$ cat src/design/lspc_macros.svh
`ifndef LSPC_MACROS_SVH
`define LSPC_MACROS_SVH

// Slow VRAM geometry
`define VRAM_AW 15
`define VRAM_DW 16
`define FIX_BASE 15'h7000	// Fix map lives in the top 4K words

// Slot numbers of the four cycle pattern
`define SLOT_NUM_SPR0 2'd0	// Sprite map word 0
`define SLOT_NUM_SPR1 2'd1	// Sprite map word 1
`define SLOT_NUM_CPU 2'd2	// Host access
`define SLOT_NUM_FIX 2'd3	// Fix map word

// APB register offsets
`define APB_AW 4
`define REG_VRAMADDR 4'h0	// Pointer load
`define REG_VRAMRW 4'h4	// Data at pointer
`define REG_VRAMMOD 4'h8	// Pointer step after write

`define LINE_CYCLES 384	// CLK_24M cycles per line
`define LINE_COUNT 264	// Lines per frame
`define ACK_LIMIT 8	// Longest VRAMRW wait in cycles

`endif

$ cat src/design/lspcPkg.sv
`include "lspc_macros.svh"

package lspcPkg;

	// VRAM word address and word
	typedef logic [`VRAM_AW-1:0] vramAddrT;
	typedef logic [`VRAM_DW-1:0] vramDataT;

	// Renderer side
	typedef logic [8:0] sprNbT;	// Sprite number
	typedef logic [4:0] tileIdxT;	// Tile within a sprite

	typedef logic [8:0] lineT;	// Up to 264 lines

	// Slot owner for each cycle of the pattern
	typedef enum logic [1:0]
	{
		SLOT_SPR0 = `SLOT_NUM_SPR0,
		SLOT_SPR1 = `SLOT_NUM_SPR1,
		SLOT_CPU = `SLOT_NUM_CPU,
		SLOT_FIX = `SLOT_NUM_FIX
	} slotT;

endpackage

$ cat src/design/slowTiming.sv
`include "lspc_macros.svh"

module slowTiming (
	input  logic CLK_24M,
	input  logic rstN,
	output lspcPkg::slotT slot,
	output lspcPkg::lineT vCount
);
	import lspcPkg::*;

	logic [8:0] hCount;	// Cycle within the line
	logic lineEnd;
	logic frameEnd;

	assign lineEnd = (hCount == 9'(`LINE_CYCLES - 1));
	assign frameEnd = (vCount == lineT'(`LINE_COUNT - 1));

	// Slot runs freely, SPR0 first after reset
	always_ff @(posedge CLK_24M or negedge rstN)
	begin
		if (!rstN)
			slot <= SLOT_SPR0;
		else
			slot <= slotT'(slot + 2'd1);	// Wraps FIX -> SPR0
	end

	// Horizontal cycle counter
	always_ff @(posedge CLK_24M or negedge rstN)
	begin
		if (!rstN)
			hCount <= '0;
		else if (lineEnd)
			hCount <= '0;
		else
			hCount <= hCount + 9'd1;
	end

	// Line counter steps at the end of each line
	always_ff @(posedge CLK_24M or negedge rstN)
	begin
		if (!rstN)
			vCount <= '0;
		else if (lineEnd)
		begin
			if (frameEnd)
				vCount <= '0;	// Back to the first line
			else
				vCount <= vCount + lineT'(1);
		end
	end

endmodule

$ cat config.mk
export PLATFORM = sky130hd
export DESIGN_NAME = slowTiming
export DESIGN_NICKNAME = d
export VERILOG_FILES = /design/src/design/lspcPkg.sv /design/src/design/slowTiming.sv
export VERILOG_INCLUDE_DIRS = /design/src /design/src/design
export SDC_FILE = /design/constraint.sdc
export NUM_CORES = 1
export LEC_CHECK = 0
export ABC_AREA = 1
export BUFFER_PORTS_ARGS = -buffer_cell sky130_fd_sc_hd__buf_2
export CAP_MARGIN = 30
export CORE_AREA = 2 2 52 54
export CTS_CLUSTER_SIZE = 12
export DETAILED_ROUTE_END_ITERATION = 10
export DIE_AREA = 0 0 54 56
export PLACE_DENSITY = 0.64
export SLEW_MARGIN = 20
export SYNTH_ARGS = -nofsm -noshare
export SYNTH_HDL_FRONTEND = slang
export SYNTH_SLANG_ARGS = --single-unit
$ cat constraint.sdc
create_clock -name CLK_24M -period 1.3 [get_ports CLK_24M]
set_input_delay 0.26 -clock CLK_24M [delete_from_list [all_inputs] [get_ports CLK_24M]]
set_output_delay 0.26 -clock CLK_24M [all_outputs]
set_load 0.02 [all_outputs]
==> impl_metrics.yaml <==
status:
  run_status: "finished clean"
synthesis:
  synth_cell_types: 24
  synthAdderAreaFrac: 0.0233
  ys_top_cells_by_count: "nand2_1 (47), dfrtp_1 (20), inv_1 (13)"
  synth_top_family_by_area: "simple AND/OR/NAND/NOR gates"
  ys_seq_elements: 20
  ys_seq_area_frac: 0.465
  yosys-mux-area-fraction: 0
  syn_inst: 134
  synth-edff-count: 0
  yosys_warnings: 0
  synth_simple_gate_area_frac: 0.353
  synth_top_cell_by_area: "dfrtp_1"
  synth_area_leaders: "dfrtp_1 (47%), nand2_1 (16%), nand3_1 (4.7%), inv_1 (4.5%), nor2_1 (3.5%)"
  synth_compound_area_frac: 0.0372
  syn_area_um2: 1080
  ys_async_sr_fraction: 1.00
  syn-num-nets: 138
  synth_xor_area_frac: 0.0407
  synth_top_area_frac: 0.465
  synth_ff_type: "dfrtp_1"
  synth_most_common_cell: "nand2_1"
  syn-mean-instance-area_um2: 8.03
setup_path:
  crit_required_ns: 1.04
  critPathLaunchType: "register"
  crit_fanout: 3
  cp.arrival_ns: 1.01
  cp-end-kind: "primary output"
  crit_type: "register to primary output"
grt:
  gr-total-overflow: 0
  antenna_found_initial: 0
  grt_pass1_vias: 862
  grt_usage: 0.162
  grt_first_pass_wirelength_mm: 3.75
  grt_max_degree: 21
cts:
  clkTransAtPathRegs_ns: 0.12
  clockRootBuffer: "clkbuf_4"
  cts_buffers: 3
  htreeDepth: 1
  clk_path_buf_depth: 2
  cts.sinks: 20
  clkLatencyLatePin_ns: 0.30
  cts_tree: "built"
drt:
  viasPerCell: 4.93
  wl_per_cell_um: 11.2
  drc: 0
  first_pass_iters: 4
  drt_iter0_drc: 18
  wirelength_mm: 2.15
  vias: 942
  ant_nets: 0
final_layout:
  n_antenna_cell: 0
  area_growth_pct: 27.7
  drive_above_1_share: 0.323
  layout.nets: 166
  fin_area_um2: 1370
place:
  dpl.hpwl_mm: 1.57
  placed_area_um2: 1200
  dp_slack_ns: -0.0312
  io_buffers: 12
  gp_congestion: 0.858
pwr:
  max-vdd-ir-drop_mv: 0.584
  total_power_mw: 1.14
  power.density_nw_per_um2: 833
  leakage_nw: 0.704
sta:
  setup_viol: 0
  hold_violations: 0
  fin_setup_tns_ns: 0
  period_needed_ns: 1.27
  fin_crit_sh: 0.979
  tightest_slew_ns: 0.448
  rsz0062_at_grt: "yes"
  fmax_mhz: 786
  hold_slack_ns: 0.414
  setup_slack_ns: 0.0276
  report.final.slew_viol_count: 0
  maxSlewHeadroom: 0.702
  fin_skew_ns: 0.0118
floorplan:
  core_um2: 2430
  io_pins: 13
  die_area_um2: 3020
  die_width_um: 54
  die_y_um: 56
  rows: 18
  start_util: 0.442
hold_path:
  hp-class: "primary input to async pin"
flow_run:
  max_cap_violations: 0
routing by layer:
metal / vias up / wire length, um / GRT usage
li1: 473 / - / -
met1: 450 / 974 / 0.233
met2: 17 / 1060 / 0.239
met3: 2 / 92 / 0.0242
met4: 0 / 18 / 0.0679
met5: - / 0 / 0
cell type report:
cell class / instances / area [um^2]
clock buffer: 3 / 22.5
inverter: 17 / 68.8
multi-input combinational: 95 / 534
sequential: 20 / 503
clock inverter: 1 / 30.0
timing repair buffer: 25 / 178
fill: 228 / 1060
tap: 30 / 37.5
worst max-delay path, stage by stage (launching register included):
cell	delay, ns
dfrtp_1	0.41
buf_4	0.15
buf_2	0.15
worst paths after layout:
| check | cells past startpoint | from | slack (ns) | end |
|---|---|---|---|---|
| worst max-delay path | 2 | vCount[1] | 0.03 | vCount[1] |
| worst max register to register | 8 | vCount[1] | 0.07 | vCount[8] |
| worst min-delay path | 2 | rstN | 0.41 | slot[1] |
| min in group CLK_24M | 1 | slot[1] | 0.47 | slot[1] |
| max in group asynchronous | 2 | rstN | 0.56 | vCount[5] |
| worst min register to register | 1 | slot[1] | 0.47 | slot[1] |
where the power goes:
group / switching [mW] / total (mW) / internal [mW]
sequential: 0 / 0.622 / 0.622
combinational: 0.0119 / 0.0149 / 0.00303
clock: 0.197 / 0.508 / 0.312
stage by stage:
step,std cells,utilization
2_1_floorplan,134,-
3_3_place_gp,180,0.492
3_5_place_dp,180,0.492
4_1_cts,187,0.529
5_1_grt,191,0.565
6_report,191,0.565
registers in the layout, summed over array words and instances, names as in the netlist:
signal and flops:
slot 2, hCount 9, vCount 9
repair_timing:
| item | 4_1_cts | 5_1_grt |
|---|---|---|
| gates resized for setup | 3 | 17 |
| hold buffers | 1 | 0 |
| cloned | 0 | 0 |
| hold endpoints to repair | 20 | 0 |
| pin swaps | 1 | 4 |
| endpoints found under the setup margin | 4 | 17 |
| setup buffers | 2 | 4 |
kinds of logic (layout without fill, tap and decap cells):
logic type	count (synthesis)	count (layout)
buffers and inverters	19	46
adders and majority gates	2	2
and+or+nand+nor	81	81
xor gates and xnor gates	5	5
DFF	20	20
AOI/OAI and AO/OA	7	7
cell usage in the layout, fill, tap and decap left out:
cell and n:
inv_2 3, nor3_4 1, o21ai_1 3, buf_6 4, nor2_1 9, a31oi_1 1
a21oi_1 1, nand4_4 1, inv_4 2, or2_1 1, o21ai_0 1, inv_1 12
ha_2 2, bufinv_16 1, nand3_4 1, nand2_1 45, nand3_1 10, nand3_2 1
dfrtp_2 2, nor2_4 4, xnor2_1 3, nand4_1 1, dlygate4sd3_1 1, nand3b_1 1
xor2_1 2, nor2_2 3, buf_4 9, clkbuf_4 3, buf_2 11, dfrtp_1 18
o21ai_2 1, nand2_2 3
Power figures use the tool's default switching activity.
