===== src/design/lspc_macros.svh =====
`ifndef LSPC_MACROS_SVH
`define LSPC_MACROS_SVH

// Slow VRAM geometry
`define VRAM_AW 15
`define VRAM_DW 16
`define FIX_BASE 15'h7000	// Fix map lives in the top 4K words

// Slot numbers of the four cycle pattern
`define SLOT_NUM_SPR0 2'd0	// Sprite map word 0
`define SLOT_NUM_SPR1 2'd1	// Sprite map word 1
`define SLOT_NUM_CPU 2'd2	// Host access
`define SLOT_NUM_FIX 2'd3	// Fix map word

// APB register offsets
`define APB_AW 4
`define REG_VRAMADDR 4'h0	// Pointer load
`define REG_VRAMRW 4'h4	// Data at pointer
`define REG_VRAMMOD 4'h8	// Pointer step after write

`define LINE_CYCLES 384	// CLK_24M cycles per line
`define LINE_COUNT 264	// Lines per frame
`define ACK_LIMIT 8	// Longest VRAMRW wait in cycles

`endif


===== src/design/lspcPkg.sv =====
`include "lspc_macros.svh"

package lspcPkg;

	// VRAM word address and word
	typedef logic [`VRAM_AW-1:0] vramAddrT;
	typedef logic [`VRAM_DW-1:0] vramDataT;

	// Renderer side
	typedef logic [8:0] sprNbT;	// Sprite number
	typedef logic [4:0] tileIdxT;	// Tile within a sprite

	typedef logic [8:0] lineT;	// Up to 264 lines

	// Slot owner for each cycle of the pattern
	typedef enum logic [1:0]
	{
		SLOT_SPR0 = `SLOT_NUM_SPR0,
		SLOT_SPR1 = `SLOT_NUM_SPR1,
		SLOT_CPU = `SLOT_NUM_CPU,
		SLOT_FIX = `SLOT_NUM_FIX
	} slotT;

endpackage


===== src/design/vramApb.sv =====
`include "lspc_macros.svh"

module vramApb (
	input  logic CLK_24M,
	input  logic rstN,

	// APB slave
	input  logic psel,
	input  logic penable,
	input  logic pwrite,
	input  logic [`APB_AW-1:0] paddr,
	input  lspcPkg::vramDataT pwdata,
	output lspcPkg::vramDataT prdata,
	output logic pready,

	// To the slot arbiter
	output logic ptrLoad,
	output lspcPkg::vramAddrT ptrValue,
	output lspcPkg::vramAddrT vramMod,
	output logic cpuReq,
	output logic cpuWrite,
	output lspcPkg::vramDataT cpuWrData,
	input  logic cpuAck,
	input  lspcPkg::vramDataT cpuRdData,
	input  lspcPkg::vramAddrT ptr
);
	import lspcPkg::*;

	logic selAddr;
	logic selRw;
	logic selMod;
	logic access;	// APB access phase
	logic rwDone;	// Arbiter acknowledged the VRAMRW access
	vramDataT rdLatch;

	// Register decode
	assign selAddr = (paddr == `REG_VRAMADDR);
	assign selRw = (paddr == `REG_VRAMRW);
	assign selMod = (paddr == `REG_VRAMMOD);

	assign access = psel && penable;

	// Plain registers finish at once, VRAMRW waits for the slot
	assign pready = access && (!selRw || rwDone);

	assign ptrLoad = access && pwrite && selAddr;	// Single cycle, pready is immediate
	assign ptrValue = pwdata[`VRAM_AW-1:0];

	// Raised from the setup phase, dropped once acknowledged
	assign cpuReq = psel && selRw && !rwDone;
	assign cpuWrite = pwrite;	// Stable for the whole transfer
	assign cpuWrData = pwdata;

	always_ff @(posedge CLK_24M or negedge rstN)
	begin
		if (!rstN)
			rwDone <= 1'b0;
		else if (pready)
			rwDone <= 1'b0;	// Transfer ends this cycle
		else if (cpuAck)
			rwDone <= 1'b1;
	end

	// Read word from slot CPU
	always_ff @(posedge CLK_24M)
	begin
		if (cpuAck && !cpuWrite)
			rdLatch <= cpuRdData;
	end

	// VRAMMOD
	always_ff @(posedge CLK_24M or negedge rstN)
	begin
		if (!rstN)
			vramMod <= '0;
		else if (access && pwrite && selMod)
			vramMod <= pwdata[`VRAM_AW-1:0];
	end

	// Read mux
	always_comb
	begin
		if (selAddr)
			prdata = vramDataT'(ptr);	// Pointer, 15 bits
		else if (selMod)
			prdata = vramDataT'(vramMod);
		else if (selRw)
			prdata = rdLatch;
		else
			prdata = '0;	// Unmapped offset
	end

endmodule


===== config.mk =====
export PLATFORM = sky130hd
export DESIGN_NAME = vramApb
export DESIGN_NICKNAME = d
export VERILOG_FILES = /design/src/design/lspcPkg.sv /design/src/design/vramApb.sv
export VERILOG_INCLUDE_DIRS = /design/src /design/src/design
export SDC_FILE = /design/constraint.sdc
export NUM_CORES = 1
export LEC_CHECK = 0
export BUFFER_PORTS_ARGS = -buffer_cell sky130_fd_sc_hd__buf_4
export CORE_MARGIN = 2
export CORE_UTILIZATION = 45
export CTS_BUF_LIST = sky130_fd_sc_hd__clkbuf_2 sky130_fd_sc_hd__clkbuf_4 sky130_fd_sc_hd__clkbuf_8
export CTS_CLUSTER_SIZE = 10
export DETAILED_ROUTE_END_ITERATION = 8
export GPL_ROUTABILITY_DRIVEN = 0
export PLACE_DENSITY = 0.84
export SETUP_SLACK_MARGIN = 0.05
export SLEW_MARGIN = 30
export SYNTH_ARGS = -nofsm -noshare
export SYNTH_HDL_FRONTEND = slang
export SYNTH_SLANG_ARGS = --single-unit

===== constraint.sdc =====
create_clock -name CLK_24M -period 2.5 [get_ports CLK_24M]
set_input_delay 0.25 -clock CLK_24M [delete_from_list [all_inputs] [get_ports CLK_24M]]
set_output_delay 0.25 -clock CLK_24M [all_outputs]
set_load 0.02 [all_outputs]

==> flow_summary.ini <==
[drt]
routed_wl_microns = 4187
wl_per_cell_microns = 13.82
drt_first_pass_iters = 4
viasPerCell = 4.690
detail-route-antenna-nets = 0
initialDrtViolationCount = 43
drc = 0
via_count = 1421

[timing]
setup-violations-final = 0
skew_ps = 0
slew_headroom_pct = 66.58
clock.fmax_mhz = 544.0
finalHoldViolCount = 0
fin_tns_setup_ps = 0
finalCritPeriodShare_pct = 73.53
drv_slew = 0
worst_slew_pin_slew_ps = 501.3
fin_crit_ps = 1838
rsz0062_at_grt = false

[clocking]
clk_path_buf_depth = 2
htree_num_levels = 2
clkTransAtPathRegs_ps = 60
clk_latency_ps = 270
clockRootBuffer = clkbuf_8
cts_tree = done
cts_buffers = 5
cts_sinks = 32

[worst_setup_path]
crit_fanout = 16
critPathArrivalTime_ps = 1590
reg2reg_slack_ps = 1680
cp-end-kind = output port
critPathKind = in -> out
start_kind = primary input
reg2reg_from = rwDone
crit_required_ps = 2250
reg2reg_to = rwDone
r2r_cells = 3

[synthesis]
synth_top_area_cell = edfxtp_1
synth_cell_types = 20
ys_seq_area_share_pct = 52.11
yosysTopAreaCellShare_pct = 28.42
mappedNetlistNets = 218
synth_seq_cells = 32
synth.avg_cell_area_sq_um = 10.50
synth.cell_area_sq_um = 1690
synth_warnings = 0
synth_area_leaders = edfxtp_1, dfrtp_1, buf_4
synthCells = 161

[hold_path]
min_to = rdLatch[2]
hp-class = in -> reg
worstHoldPathCells = 1
min_from = cpuRdData[2]

[final_layout]
antenna_cells = 0
fin_cells = 303
fin_nets = 311
final_common_cell = buf_4
regArea_sq_um = 880.8
area_growth_pct = 49.37
fillers = 298
multiInputGateArea_sq_um = 524.3
most-common-layout-cells = buf_4, nor2_1, nand2_1, edfxtp_1, dfrtp_1
layout-drive-gt1-share_pct = 54.12

[die]
pin_count = 123
die_w_microns = 65.29
dieArea_sq_um = 4263
core_sq_um = 3633
fp.dieH_microns = 65.29
start_util_pct = 46.52
rows = 22

[pwr]
peakVddDrop_uv = 406.3
p_leak_nw = 1.245
power.density_nw_per_um2 = 576.6
power_mw = 1.456

[run]
cap_violations = 0

[global_route]
grt_first_pass_wirelength_microns = 6430
grt.overflow.total = 0
grt_max_degree = 19
grt_pass1_vias = 1331
grt_usage_pct = 20.01
antenna_found_initial = 0

[outcome]
status = complete, no violations

[placed_design]
portBuffers = 120
placedCellCount = 294
hpwl_microns = 3391
==> area by class of cell <==
| class | count | share of cell area (%) |
|---|---|---|
| sequential | 32 | 34.89 |
| clock buffer | 6 | 3.023 |
| inverter | 2 | 0.2973 |
| multi-input combinational | 88 | 20.76 |
| timing repair buffer | 125 | 37.26 |
| clock inverter | 2 | 1.388 |
| tap | 48 | 2.379 |
==> power breakdown <==
part	total [mW]	leakage, nW	internal (mW)	switching, mW
Clock	0.471	0.0586	0.306	0.165
Combinational	0.345	0.825	0.171	0.174
Sequential	0.640	0.361	0.609	0.0312
Total	1.46	1.24	1.09	0.370
==> flip-flops by register name, summed over array words and instances, names as in the netlist <==
name and cells:
rdLatch 16, vramMod 15, rwDone 1
==> critical path, stage by stage <==
cell and delay, ps:
buf_4 130, or4_1 780, nor2_1 190, a21oi_1 70, buf_4 170
==> through the flow <==
step	setup slack, ps	instance area (sq um)	utilization (%)	hold WS (ps)
global route	556.5	2525	69.49	135.7
detailed placement	655.0	2404	66.15	126.0
floorplan	816.3	1690	-	-45.59
finish	661.8	2525	69.49	153.8
CTS	657.2	2525	69.49	145.9
global placement	694.6	2404	66.15	130.1
==> worst max-delay path by stage <==
stage,from,to,slack [ps],cells after the start
5_1_grt,paddr[1],prdata[4],560,5
6_report,paddr[1],prdata[14],660,5
4_1_cts,paddr[1],prdata[14],660,5
3_5_place_dp,paddr[1],prdata[14],650,5
2_1_floorplan,paddr[1],ptrLoad,820,4
3_3_place_gp,paddr[1],prdata[14],690,5
==> metal layers <==
layer | wire length (microns) | vias up | global-route usage [%]
met3 | 185 | 10 | 4.452
met4 | 96 | 0 | 7.552
li1 | - | 706 | -
met1 | 1670 | 651 | 24.16
met5 | 0 | - | 0
met2 | 2234 | 54 | 34.82
==> cells in the mapped netlist <==
master,number
buf_6,1
dfrtp_1,16
and4_1,2
nor2b_1,1
inv_1,2
edfxtp_1,16
or4_1,1
a31oi_1,1
nor3_1,1
nand2_1,16
nand3_1,1
and3_1,1
o21ai_0,15
mux2_1,10
nor4b_4,1
nor2_1,18
a21oi_1,15
mux2_2,5
buf_4,33
clkbuf_1,5
==> kinds of logic after synthesis <==
group | after synthesis | share of synthesized area (%)
AO/OA/AOI/OAI | 31 | 9.252
flip-flops | 32 | 52.11
buffers and inverters | 41 | 16.88
AND/OR/NAND/NOR | 42 | 11.77
multiplexers | 15 | 9.992
==> what timing repair did <==
item,4_1_cts,5_1_grt
hold buffers,1,0
endpoints found under the hold margin,16,0
resized for setup,0,0
buffers inserted,0,0
Power figures use the tool's default switching activity.
