<file path="src/design/lspc_macros.svh">
`ifndef LSPC_MACROS_SVH
`define LSPC_MACROS_SVH

// Slow VRAM geometry
`define VRAM_AW 15
`define VRAM_DW 16
`define FIX_BASE 15'h7000	// Fix map lives in the top 4K words

// Slot numbers of the four cycle pattern
`define SLOT_NUM_SPR0 2'd0	// Sprite map word 0
`define SLOT_NUM_SPR1 2'd1	// Sprite map word 1
`define SLOT_NUM_CPU 2'd2	// Host access
`define SLOT_NUM_FIX 2'd3	// Fix map word

// APB register offsets
`define APB_AW 4
`define REG_VRAMADDR 4'h0	// Pointer load
`define REG_VRAMRW 4'h4	// Data at pointer
`define REG_VRAMMOD 4'h8	// Pointer step after write

`define LINE_CYCLES 384	// CLK_24M cycles per line
`define LINE_COUNT 264	// Lines per frame
`define ACK_LIMIT 8	// Longest VRAMRW wait in cycles

`endif

</file>
<file path="src/design/lspcPkg.sv">
`include "lspc_macros.svh"

package lspcPkg;

	// VRAM word address and word
	typedef logic [`VRAM_AW-1:0] vramAddrT;
	typedef logic [`VRAM_DW-1:0] vramDataT;

	// Renderer side
	typedef logic [8:0] sprNbT;	// Sprite number
	typedef logic [4:0] tileIdxT;	// Tile within a sprite

	typedef logic [8:0] lineT;	// Up to 264 lines

	// Slot owner for each cycle of the pattern
	typedef enum logic [1:0]
	{
		SLOT_SPR0 = `SLOT_NUM_SPR0,
		SLOT_SPR1 = `SLOT_NUM_SPR1,
		SLOT_CPU = `SLOT_NUM_CPU,
		SLOT_FIX = `SLOT_NUM_FIX
	} slotT;

endpackage

</file>
<file path="src/design/slowCycle.sv">
`include "lspc_macros.svh"

module slowCycle (
	input  logic CLK_24M,
	input  logic rstN,

	input  lspcPkg::slotT slot,
	input  lspcPkg::lineT vCount,

	// Renderer side
	input  lspcPkg::sprNbT sprNb,
	input  lspcPkg::tileIdxT sprTileIdx,
	input  logic [5:0] fixMapCol,
	output logic [19:0] sprTileNb,
	output logic [7:0] sprAttrPal,
	output logic [1:0] sprAttrAa,
	output logic [1:0] sprAttrFlip,
	output logic [11:0] fixTileNb,
	output logic [3:0] fixPalNb,

	// Host side
	input  logic ptrLoad,
	input  lspcPkg::vramAddrT ptrValue,
	input  lspcPkg::vramAddrT vramMod,
	input  logic cpuReq,
	input  logic cpuWrite,
	input  lspcPkg::vramDataT cpuWrData,
	output logic cpuAck,
	output lspcPkg::vramDataT cpuRdData,
	output lspcPkg::vramAddrT ptr,

	// RAM port
	output lspcPkg::vramAddrT ramAddr,
	output logic ramWrEn,
	output lspcPkg::vramDataT ramWrData,
	input  lspcPkg::vramDataT ramRdData
);
	import lspcPkg::*;

	slotT slotD;	// Slot whose word is now on ramRdData
	logic cpuServed;	// Request already taken this round
	logic cpuGrant;
	logic [3:0] sprTileNbU;
	logic [15:0] sprTileNbL;
	vramAddrT sprAddr0;
	vramAddrT sprAddr1;
	vramAddrT fixAddr;
	logic [4:0] fixLine;

	// Fix rows are 8 lines high
	assign fixLine = vCount[7:3];

	// Sprite map entry is two words, LSB selects the word
	assign sprAddr0 = {sprNb, sprTileIdx, 1'b0};
	assign sprAddr1 = {sprNb, sprTileIdx, 1'b1};
	assign fixAddr = `FIX_BASE | {4'b0000, fixMapCol, fixLine};	// 111 0CCC CCCL LLLL

	assign cpuGrant = (slot == SLOT_CPU) && cpuReq && !cpuServed;

	// Address mux by slot owner
	always_comb
	begin
		case (slot)
			SLOT_SPR0: ramAddr = sprAddr0;
			SLOT_SPR1: ramAddr = sprAddr1;
			SLOT_CPU: ramAddr = ptr;
			default: ramAddr = fixAddr;
		endcase
	end

	assign ramWrEn = cpuGrant && cpuWrite;	// Only ever in slot CPU
	assign ramWrData = cpuWrData;
	assign cpuRdData = ramRdData;	// CPU word is on the bus during slot FIX

	// Slot of the word coming back from the RAM
	always_ff @(posedge CLK_24M or negedge rstN)
	begin
		if (!rstN)
			slotD <= SLOT_CPU;	// Nothing to latch in the first cycle
		else
			slotD <= slot;
	end

	// Host request, one grant per request
	always_ff @(posedge CLK_24M or negedge rstN)
	begin
		if (!rstN)
		begin
			cpuAck <= 1'b0;
			cpuServed <= 1'b0;
		end
		else
		begin
			cpuAck <= cpuGrant;	// High during the following FIX slot
			if (cpuGrant)
				cpuServed <= 1'b1;
			else if (!cpuReq)
				cpuServed <= 1'b0;	// Requester let go
		end
	end

	// Address pointer
	always_ff @(posedge CLK_24M or negedge rstN)
	begin
		if (!rstN)
			ptr <= '0;
		else if (ptrLoad)
			ptr <= ptrValue;
		else if (cpuAck && cpuWrite)
			ptr <= ptr + vramMod;	// Wraps modulo 32K
	end

	// Render latches, strobed by the delayed slot
	always_ff @(posedge CLK_24M or negedge rstN)
	begin
		if (!rstN)
		begin
			sprTileNbL <= '0;
			sprTileNbU <= '0;
			sprAttrPal <= '0;
			sprAttrAa <= '0;
			sprAttrFlip <= '0;
			fixTileNb <= '0;
			fixPalNb <= '0;
		end
		else
		begin
			case (slotD)
				SLOT_SPR0: sprTileNbL <= ramRdData;	// Low tile number
				SLOT_SPR1:
				begin
					sprAttrPal <= ramRdData[15:8];
					sprTileNbU <= ramRdData[7:4];	// Upper tile bits
					sprAttrAa <= ramRdData[3:2];	// Auto animation
					sprAttrFlip <= ramRdData[1:0];
				end
				SLOT_FIX:
				begin
					fixTileNb <= ramRdData[11:0];
					fixPalNb <= ramRdData[15:12];
				end
				default: ;	// CPU word goes out on cpuRdData
			endcase
		end
	end

	assign sprTileNb = {sprTileNbU, sprTileNbL};

endmodule

</file>
<file path="config.mk">
export PLATFORM = sky130hd
export DESIGN_NAME = slowCycle
export DESIGN_NICKNAME = d
export VERILOG_FILES = /design/src/design/lspcPkg.sv /design/src/design/slowCycle.sv
export VERILOG_INCLUDE_DIRS = /design/src /design/src/design
export SDC_FILE = /design/constraint.sdc
export NUM_CORES = 1
export LEC_CHECK = 0
export ABC_AREA = 0
export BUFFER_PORTS_ARGS = -buffer_cell sky130_fd_sc_hd__buf_2
export CELL_PAD_IN_SITES_DETAIL_PLACEMENT = 0
export CELL_PAD_IN_SITES_GLOBAL_PLACEMENT = 1
export CORE_UTILIZATION = 33
export CTS_CLUSTER_SIZE = 25
export DETAILED_ROUTE_END_ITERATION = 8
export GPL_TIMING_DRIVEN = 0
export PLACE_DENSITY_LB_ADDON = 0.1
export SETUP_SLACK_MARGIN = 0.2
export SYNTH_ARGS = -nofsm -noshare
export SYNTH_HDL_FRONTEND = slang
export SYNTH_SLANG_ARGS = --single-unit
</file>
<file path="constraint.sdc">
create_clock -name CLK_24M -period 2.7 [get_ports CLK_24M]
set_input_delay 0.27 -clock CLK_24M [delete_from_list [all_inputs] [get_ports CLK_24M]]
set_output_delay 0.27 -clock CLK_24M [all_outputs]
set_load 0.05 [all_outputs]
</file>
==> results of run 1 <==
==> area by class of cell <==
type	count	share of cell area
buffer	46	0.0559
clock buffer	13	0.0497
clock inverter	2	0.00669
inverter	7	0.00502
multi-input combinational	233	0.346
sequential	67	0.321
tap	140	0.0334
timing repair buffer	190	0.182
==> Yosys cell counts, types with 8 or more instances <==
| master | instances | share of area |
|---|---|---|
| sky130_fd_sc_hd__o21ai_1 | 8 | 0.011 |
| sky130_fd_sc_hd__mux2_2 | 50 | 0.15 |
| sky130_fd_sc_hd__clkbuf_1 | 12 | 0.012 |
| sky130_fd_sc_hd__o21ai_0 | 10 | 0.013 |
| sky130_fd_sc_hd__buf_4 | 32 | 0.063 |
| sky130_fd_sc_hd__nand2_1 | 22 | 0.022 |
| sky130_fd_sc_hd__nor2_1 | 17 | 0.017 |
| sky130_fd_sc_hd__dfrtp_1 | 66 | 0.44 |
| sky130_fd_sc_hd__ha_1 | 14 | 0.046 |
| sky130_fd_sc_hd__a21o_1 | 8 | 0.016 |
| sky130_fd_sc_hd__mux2i_1 | 13 | 0.034 |
| sky130_fd_sc_hd__a21oi_1 | 32 | 0.042 |
==> timing repair <==
item | in CTS | in global routing
setup endpoints to repair | 0 | 2
resized for setup | 0 | 5
setup buffers | 0 | 1
==> critical path: cells and delay by family, from the launching register on <==
family	cells	cell delay [ps]
flip-flops	1	430
AO/OA/AOI/OAI	5	880
adder cells (fa/ha/maj)	2	340
buffers and inverters	1	60
AND/OR/NAND/NOR	2	510
==> kinds of logic after synthesis <==
kind of cell,after synthesis,share of synthesized area
compound gates,81,0.134
xor+xnor,9,0.0208
fa+ha+maj,15,0.0515
buf+inv,53,0.0842
flops,67,0.443
mux,63,0.183
simple gates,65,0.0832
==> per-layer routing <==
| metal | share of wire | vias to the layer above |
|---|---|---|
| met1 | 0.42 | 1522 |
| li1 | - | 1633 |
| met4 | 0.016 | 0 |
| met3 | 0.056 | 12 |
| met2 | 0.51 | 128 |
| met5 | 0 | - |
==> how the worst min path moves through the flow <==
stage,endpoint,cells after the start,slack [ps]
5_1_grt,slotD[1],1,60
6_report,sprAttrFlip[1],1,50
3_3_place_gp,slotD[1],1,390
4_1_cts,slotD[1],1,50
3_5_place_dp,slotD[1],1,390
2_1_floorplan,cpuAck,0,-30
==> power by group <==
group,internal (W),switching [W]
Combinational,0.000427,0.000983
Sequential,0.00114,0.0000835
Clock,0.000759,0.000395
==> per-stage QoR <==
stage | setup slack, ps | utilization | power, W | hold slack [ps] | area, um2
6_report | 329 | 0.475 | 0.00379 | 46.0 | 5240
5_1_grt | 193 | 0.475 | 0.00397 | 57.8 | 5240
4_1_cts | 241 | 0.472 | 0.00382 | 49.2 | 5210
3_5_place_dp | 258 | 0.445 | 0.00265 | 392 | 4910
3_3_place_gp | 269 | 0.445 | 0.00264 | 385 | 4910
2_1_floorplan | 302 | - | 0.00228 | -25.6 | 3790
==> registers in the layout, indices dropped and copies added, names as in the netlist, 2 cells and up <==
signal,flops
sprAttrAa,2
fixPalNb,4
ptr,15
sprTileNbL,16
sprAttrFlip,2
sprTileNbU,4
sprAttrPal,8
fixTileNb,12
slotD,2
==> run summary, run 1 <==
The worst reg2reg path endpoint is ptr[12]. The post-detailed-route via-to-cell ratio came out at 4.72. Tracing the worst setup path back leads to its startpoint at ptr[0].

The half-perimeter wire length of the detailed placement result came out at 8.25 mm. The synthesis warning total came out at 0. From synthesis to final layout, the design area changed by 38.3%.

Based on the critical path, the design can be clocked at up to 422 MHz. The layout filler cell count came out at 1077. Setup repair after global routing could not meet its margin everywhere. Across all layers, the routed design uses 3295 vias. Hold repair after CTS inserted 0 buffers.

The number of primary I/O pins is 210. The signal on the critical path passes through ha_2, inv_1, fa_1, and2b_4, o2111ai_4, a21oi_2, o31a_1, or3_1, a31oi_1, o21ai_1. The busiest metal layer after global routing is met2. The total core area came out at 11000 um2. The measured slew at the worst slew-check pin is 830 ps. The initial antenna violation count was 0. The leakage power of the design came out at 2.61 nW.

The clock latency of the later-clocked register in the worst-skew pair came out at 320 ps. The count of endpoints failing hold in the final timing report is 0. The worst slew margin relative to its limit is 0.447. The count of buffers inserted at the top-level ports came out at 189. Yosys mapped a number of flops with a built-in enable equal to 0. The first global-routing pass estimated 15.6 mm of wire. The number of nets in the synthesized netlist is 466.

The worst-case register-to-register setup slack came out at 330 ps. The fraction of the cycle the final worst path needs came out at 0.878. The biggest cell delay along the critical path came out at 430 ps. The min-delay analysis places its worst path in the category in2async.

After synthesis, the share of flip-flops with an asynchronous set or reset is 1.00. The sequential-to-total area share from yosys stat came out at 0.443. The number of max-cap violations came out at 0. The initial utilization of the core area, before any placement, comes to 0.343. The final net count is 667.

The commonest non-fill, non-tap cell in the layout is sky130_fd_sc_hd__buf_2. The count of endpoints failing setup in the final report is 0. The number of design rule violations left after detail routing came out at 0. The final setup TNS came out at 0 ps.

A synthesized cell averages 10.7 um2. The antenna diode count is 0. The netlist uses 47 different library cells. The met3 routing resource usage after global routing came out at 0.0263. In the synthesized netlist the dominant register cell turns out to be sky130_fd_sc_hd__dfrtp_1. The routing usage on met1 came out at 0.210. STA classifies the critical path startpoint as a register.

The number of cell instances on the worst register-to-register path came out at 10. After detailed routing, the average wire length per cell comes to 14.9 um. The critical path data required time came out at 2890 ps. The top cell types in the final layout, fill and taps aside, are sky130_fd_sc_hd__buf_2, sky130_fd_sc_hd__dfrtp_1, sky130_fd_sc_hd__mux2_2, sky130_fd_sc_hd__buf_4, sky130_fd_sc_hd__a21oi_1.

The footprint of the multi-input gates came out at 1810 um2. The count of nets left with antenna violations after detail routing is 0. The biggest fanout along the worst timing path is 4. The worst path in the final design needs a cycle of 2370 ps, including I/O delays and setup. The via count of the first global-routing pass came to 3084. The pin count of the biggest net entering global routing came out at 68. The count of final max-slew check failures was 0. The largest individual stage delay along the critical path comes from the cell sky130_fd_sc_hd__dfrtp_2. The total global-route track usage is 0.175. The flop and latch count out of synthesis came out at 67. The standard-cell row count is 38.

The tree is rooted in a sky130_fd_sc_hd__clkbuf_16. After detailed placement, the design holds a cell count of 682. The number of clock sinks seen by CTS is 67. The routed wire length is 10.4 mm. In this run the deepest clock path goes through 2 buffers. The violation count after the first detailed-route iteration is 83. The die outline height is 109 um.

The post-synthesis cell count is 353. The kind of end point of the critical path is a register. After the flow finishes, the layout carries non-filler instances totaling 698. CTS built an H-tree with a depth of 3. TritonCTS built the clock tree.

The endpoint arrival time on the critical path is 2560 ps. In the final layout, the share of cells above drive strength 1 is 0.530. The clock transition at the registers of the reported paths is 50 ps. The power density over cell area is 723 nW/um2.

The worst-case IR drop observed on VDD is 0.000422 V. The clock arrives with 5.28 ps of skew. The area of the mapped netlist is 3790 um2. The area taken by flip-flops and latches is 1680 um2. The global placer's final weighted congestion is 0.814. The global-route met2 utilization came out at 0.310. Buffers inserted during clock tree synthesis total 9. The flow ran to the end, and the final reports show no timing, DRC or antenna violations. The floorplan step defined a die boundary enclosing 11900 um2. The final global-route overflow total is 0. The floorplan step set the die width to 109 um.

In this run the worst setup path terminates at ptr[12]. The total iterations of the first detailed-routing run is 4. The startpoint identified for the worst register-to-register timing path is ptr[0]. The critical setup path kind is reg2reg.
Power figures use the tool's default switching activity.
==> run 2: changes to the inputs <==
- ABC_AREA: 0 -> 1
- CAP_MARGIN: not set -> 40
- CORE_UTILIZATION: 33 -> 31
- SLEW_MARGIN: not set -> 5
==> run 2 against run 1 <==
  * Fmax grew 21%
  * Power grew 7.6%
  * First-iteration DRC count grew 130%
  * Clock-buffer cell count shrank 4
  * Register-to-register slack gained 410 ps
  * Utilization shrank 2.6 points
  * Synthesized area grew 4.4%
  * Worst hold slack gained 67 ps
  * Final cell count grew 30%
  * Non-clock buffer count grew 1
  * Largest power group unchanged
==> run summary, run 2 <==
The routed wire length came to 12.8 mm (was 10.4 mm). The layout filler cell count came out at 1344 (was 1077). Result of the run: complete, no violations (unchanged). The count of final max-slew check failures is 0 (unchanged). Unrepaired setup endpoints after global routing: no (was yes). Cell types with the largest area share after synthesis: sky130_fd_sc_hd__dfrtp_1, sky130_fd_sc_hd__nand2_1, sky130_fd_sc_hd__inv_1 (was sky130_fd_sc_hd__dfrtp_1, sky130_fd_sc_hd__mux2_2, sky130_fd_sc_hd__buf_4). The total number of vias came to 4030 (was 3295). The cell type with the highest aggregate area in the netlist is sky130_fd_sc_hd__dfrtp_1 (unchanged).

The biggest fanout along the worst timing path is 4 (unchanged). The TritonCTS clock tree was built (unchanged). The most frequent cell after synthesis is sky130_fd_sc_hd__nand2_1 (was sky130_fd_sc_hd__dfrtp_1). The final setup TNS is 0 ps (unchanged). The placement-stage cell area is 5140 um2 (was 4910 um2). The number of enable flip-flop cells after synthesis is 0 (unchanged).

The per-cell routed wire length is 14.2 um (was 14.9 um). The final critical path time including I/O delays and setup is 1960 ps (was 2370 ps). The commonest non-fill, non-tap cell in the layout was sky130_fd_sc_hd__buf_2 (unchanged). The synthesized area per cell is 7.44 um2 (was 10.7 um2). The maximum level of the CTS H-tree came out at 3 (unchanged).

The number of instances resized during post-cts repair came out at 0 (unchanged). The number of primary I/O pins is 210 (unchanged). The pin count of the biggest net entering global routing is 58 (was 68). The root buffer cell is sky130_fd_sc_hd__clkbuf_16 (unchanged). The worst slew margin relative to its limit came to 0.579 (was 0.447). The total core area is 12200 um2 (was 11000 um2).

The number of clock sinks seen by CTS came out at 67 (unchanged). The die outline height is 115 um (was 109 um). The worst hold-check path type is in2reg (was in2async). Ordered list of cells on the worst path: ha_1, inv_1, fa_1, inv_1, nand3_1, nand3_1, nand3_1, nand4_1, nand3_1, nand2_1, nand2_1 (was ha_2, inv_1, fa_1, and2b_4, o2111ai_4, a21oi_2, o31a_1, or3_1, a31oi_1, o21ai_1). The register ranked first by flip-flop count is sprTileNbL (unchanged). The portion of synthesized cell area occupied by the leading cell type is 0.417 (was 0.436). The synthesis warning total was 0 (unchanged). The cell with the largest stage delay on the worst path is sky130_fd_sc_hd__dfrtp_1 (was sky130_fd_sc_hd__dfrtp_2).

The startpoint of the worst hold path is slot[1]. The number of post-CTS setup repair buffers is 0 (unchanged). The via count of the first global-routing pass is 3768 (was 3084).

The maximum clock skew at final layout is 4.92 ps (was 5.28 ps). The overall power after layout came out at 0.00408 W (was 0.00379 W). The number of CTS-inserted buffers came out at 9 (unchanged). The cell family with the largest share of critical-path delay is simple AND/OR/NAND/NOR gates (was compound AO/OA/AOI/OAI gates). The overall die width came to 115 um (was 109 um). The fraction of synthesis flops using an asynchronous set or reset pin came out at 1.00 (unchanged). The clock tree buffer depth is 2 (unchanged). The count of endpoints failing setup in the final report is 0 (unchanged). The final worst hold slack came out at 113 ps (was 46.0 ps). The kind of end point of the critical path was a register (unchanged).

The leakage power of the design is 3.12 nW (was 2.61 nW). The half-perimeter wire length of the detailed placement result came out at 10.1 mm (was 8.25 mm). The clock latency of the later-clocked register in the worst-skew pair is 330 ps (was 320 ps).

The maximum achievable frequency came out at 511 MHz (was 422 MHz). The flip-flop cell with the highest count after synthesis is sky130_fd_sc_hd__dfrtp_1 (unchanged). The final net count came out at 847 (was 667). The area of the mapped netlist came out at 3960 um2 (was 3790 um2). The post-detailed-route via-to-cell ratio is 4.44 (was 4.72). The post-synthesis cell count is 532 (was 353). The flip-flop count of the largest register after layout was 16 (unchanged). The measured slew at the worst slew-check pin came to 632 ps (was 830 ps).

The antenna diode count is 0 (unchanged). The buffer and inverter count on the worst path came out at 2 (was 1). The count of endpoints failing hold in the final timing report is 0 (unchanged). The element type at the critical path start is a register (unchanged). The initial antenna violation count came out at 0 (unchanged). The number of max-cap violations is 0 (unchanged). The critical setup path kind was reg2reg (unchanged). The standard-cell row count came to 40 (was 38). The number of design rule violations left after detail routing is 0 (unchanged). The layout overhead on the synthesized area is 38.4% (was 38.3%). The final global-route overflow total is 0 (unchanged).

The launch point of the worst path is ptr[0] (unchanged). In this design, the critical path's most frequently occurring cell is sky130_fd_sc_hd__nand3_1. The flop and latch count out of synthesis came out at 67 (unchanged).

The final cell area excluding filler cells is 5480 um2 (was 5240 um2). The first-pass GRT wire length came out at 19.8 mm (was 15.6 mm). The die outline area came out at 13200 um2 (was 11900 um2).

The maximum vdd ir drop was 0.000298 V (was 0.000422 V). The endpoint arrival time on the critical path is 2180 ps (was 2560 ps). The sequential-to-total area share from yosys stat is 0.424 (was 0.443).

The number of nets produced by synthesis came to 645 (was 466). Registers with the highest flip-flop counts: sprTileNbL (16), ptr (15), fixTileNb (12) (unchanged). The fraction of final layout cells with drive strength greater than 1 came to 0.359 (was 0.530). The fraction of the cycle the final worst path needs is 0.725 (was 0.878). The worst flop-to-flop path startpoint was ptr[0] (unchanged). The count of buffers inserted at the top-level ports came out at 189 (unchanged).

Most frequent cells in the layout: sky130_fd_sc_hd__buf_2, sky130_fd_sc_hd__nand2_1, sky130_fd_sc_hd__inv_1, sky130_fd_sc_hd__dfrtp_1, sky130_fd_sc_hd__o21ai_0 (was sky130_fd_sc_hd__buf_2, sky130_fd_sc_hd__dfrtp_1, sky130_fd_sc_hd__mux2_2, sky130_fd_sc_hd__buf_4, sky130_fd_sc_hd__a21oi_1). The global placer's final weighted congestion came out at 0.777 (was 0.814). The starting density of the core is 0.324 (was 0.343). The total global-route track usage came out at 0.199 (was 0.175). The count of unique library cells instantiated by Yosys came to 35 (was 47). The critical path data required time is 2920 ps (was 2890 ps). The count of nets left with antenna violations after detail routing is 0 (unchanged).

The power density over cell area came out at 744 nW/um2 (was 723 nW/um2). Top post-synthesis cells by count: sky130_fd_sc_hd__nand2_1, sky130_fd_sc_hd__inv_1, sky130_fd_sc_hd__dfrtp_1 (was sky130_fd_sc_hd__dfrtp_1, sky130_fd_sc_hd__mux2_2, sky130_fd_sc_hd__a21oi_1, sky130_fd_sc_hd__buf_4, sky130_fd_sc_hd__nand2_1). The clock transition at the registers of the reported paths came out at 60 ps (was 50 ps). The violation count after the first detailed-route iteration is 191 (was 83). The biggest cell delay along the critical path was 400 ps (was 430 ps). The total iterations of the first detailed-routing run was 4 (unchanged).
run 2: final timing paths:
kind / to / slack (ps) / depth (start not counted)
worst min-delay path: slotD[1] / 110 / 1
worst max-delay path: ptr[12] / 740 / 11
min in group asynchronous: ptr[1] / 340 / 2
max in group asynchronous: slotD[1] / 1780 / 3
worst min register to register: cpuAck / 450 / 1
worst max register to register: ptr[12] / 740 / 11
run 2: logic make-up after synthesis:
family / Yosys count / synth area share
buf+inv: 126 / 0.152
flops: 67 / 0.424
xor+xnor: 4 / 0.00886
fa+ha+maj: 15 / 0.0493
compound gates: 85 / 0.118
simple gates: 235 / 0.248
run 2: what timing repair did:
action                                  4_1_cts  5_1_grt
hold endpoints to repair                     10        0
endpoints found under the setup margin        0        0
hold buffers                                  1        0
run 2: layout make-up:
type                    instances  area (um2)  area share
plain buffers                  46         300      0.0548
repair buffers                191         986       0.180
multi-input cells             339        1680       0.306
well taps                     168         210      0.0384
inverters                      80         300      0.0548
clock buffers                   9         225      0.0411
clock inverters                 7        98.8      0.0180
flip-flops and latches         67        1680       0.306
run 2: per-stage QoR:
stage,setup WS [ps],cells,util
5_1_grt,541,907,0.448
3_5_place_dp,754,890,0.421
3_3_place_gp,764,889,0.419
2_1_floorplan,661,532,-
6_report,743,907,0.448
4_1_cts,726,907,0.448
run 2: power breakdown:
part           switching [W]  total, W  internal [W]
Clock               0.000476   0.00129      0.000817
Sequential         0.0000987   0.00123       0.00113
Combinational        0.00114   0.00155      0.000409
run 2: per-layer routing:
metal | track usage | up-vias | wire [um]
met1 | 0.273 | 1834 | 6270
li1 | - | 2052 | -
met3 | 0.0358 | 7 | 666
met2 | 0.326 | 137 | 5830
met4 | 0.0476 | 0 | 81
met5 | 0 | - | 0
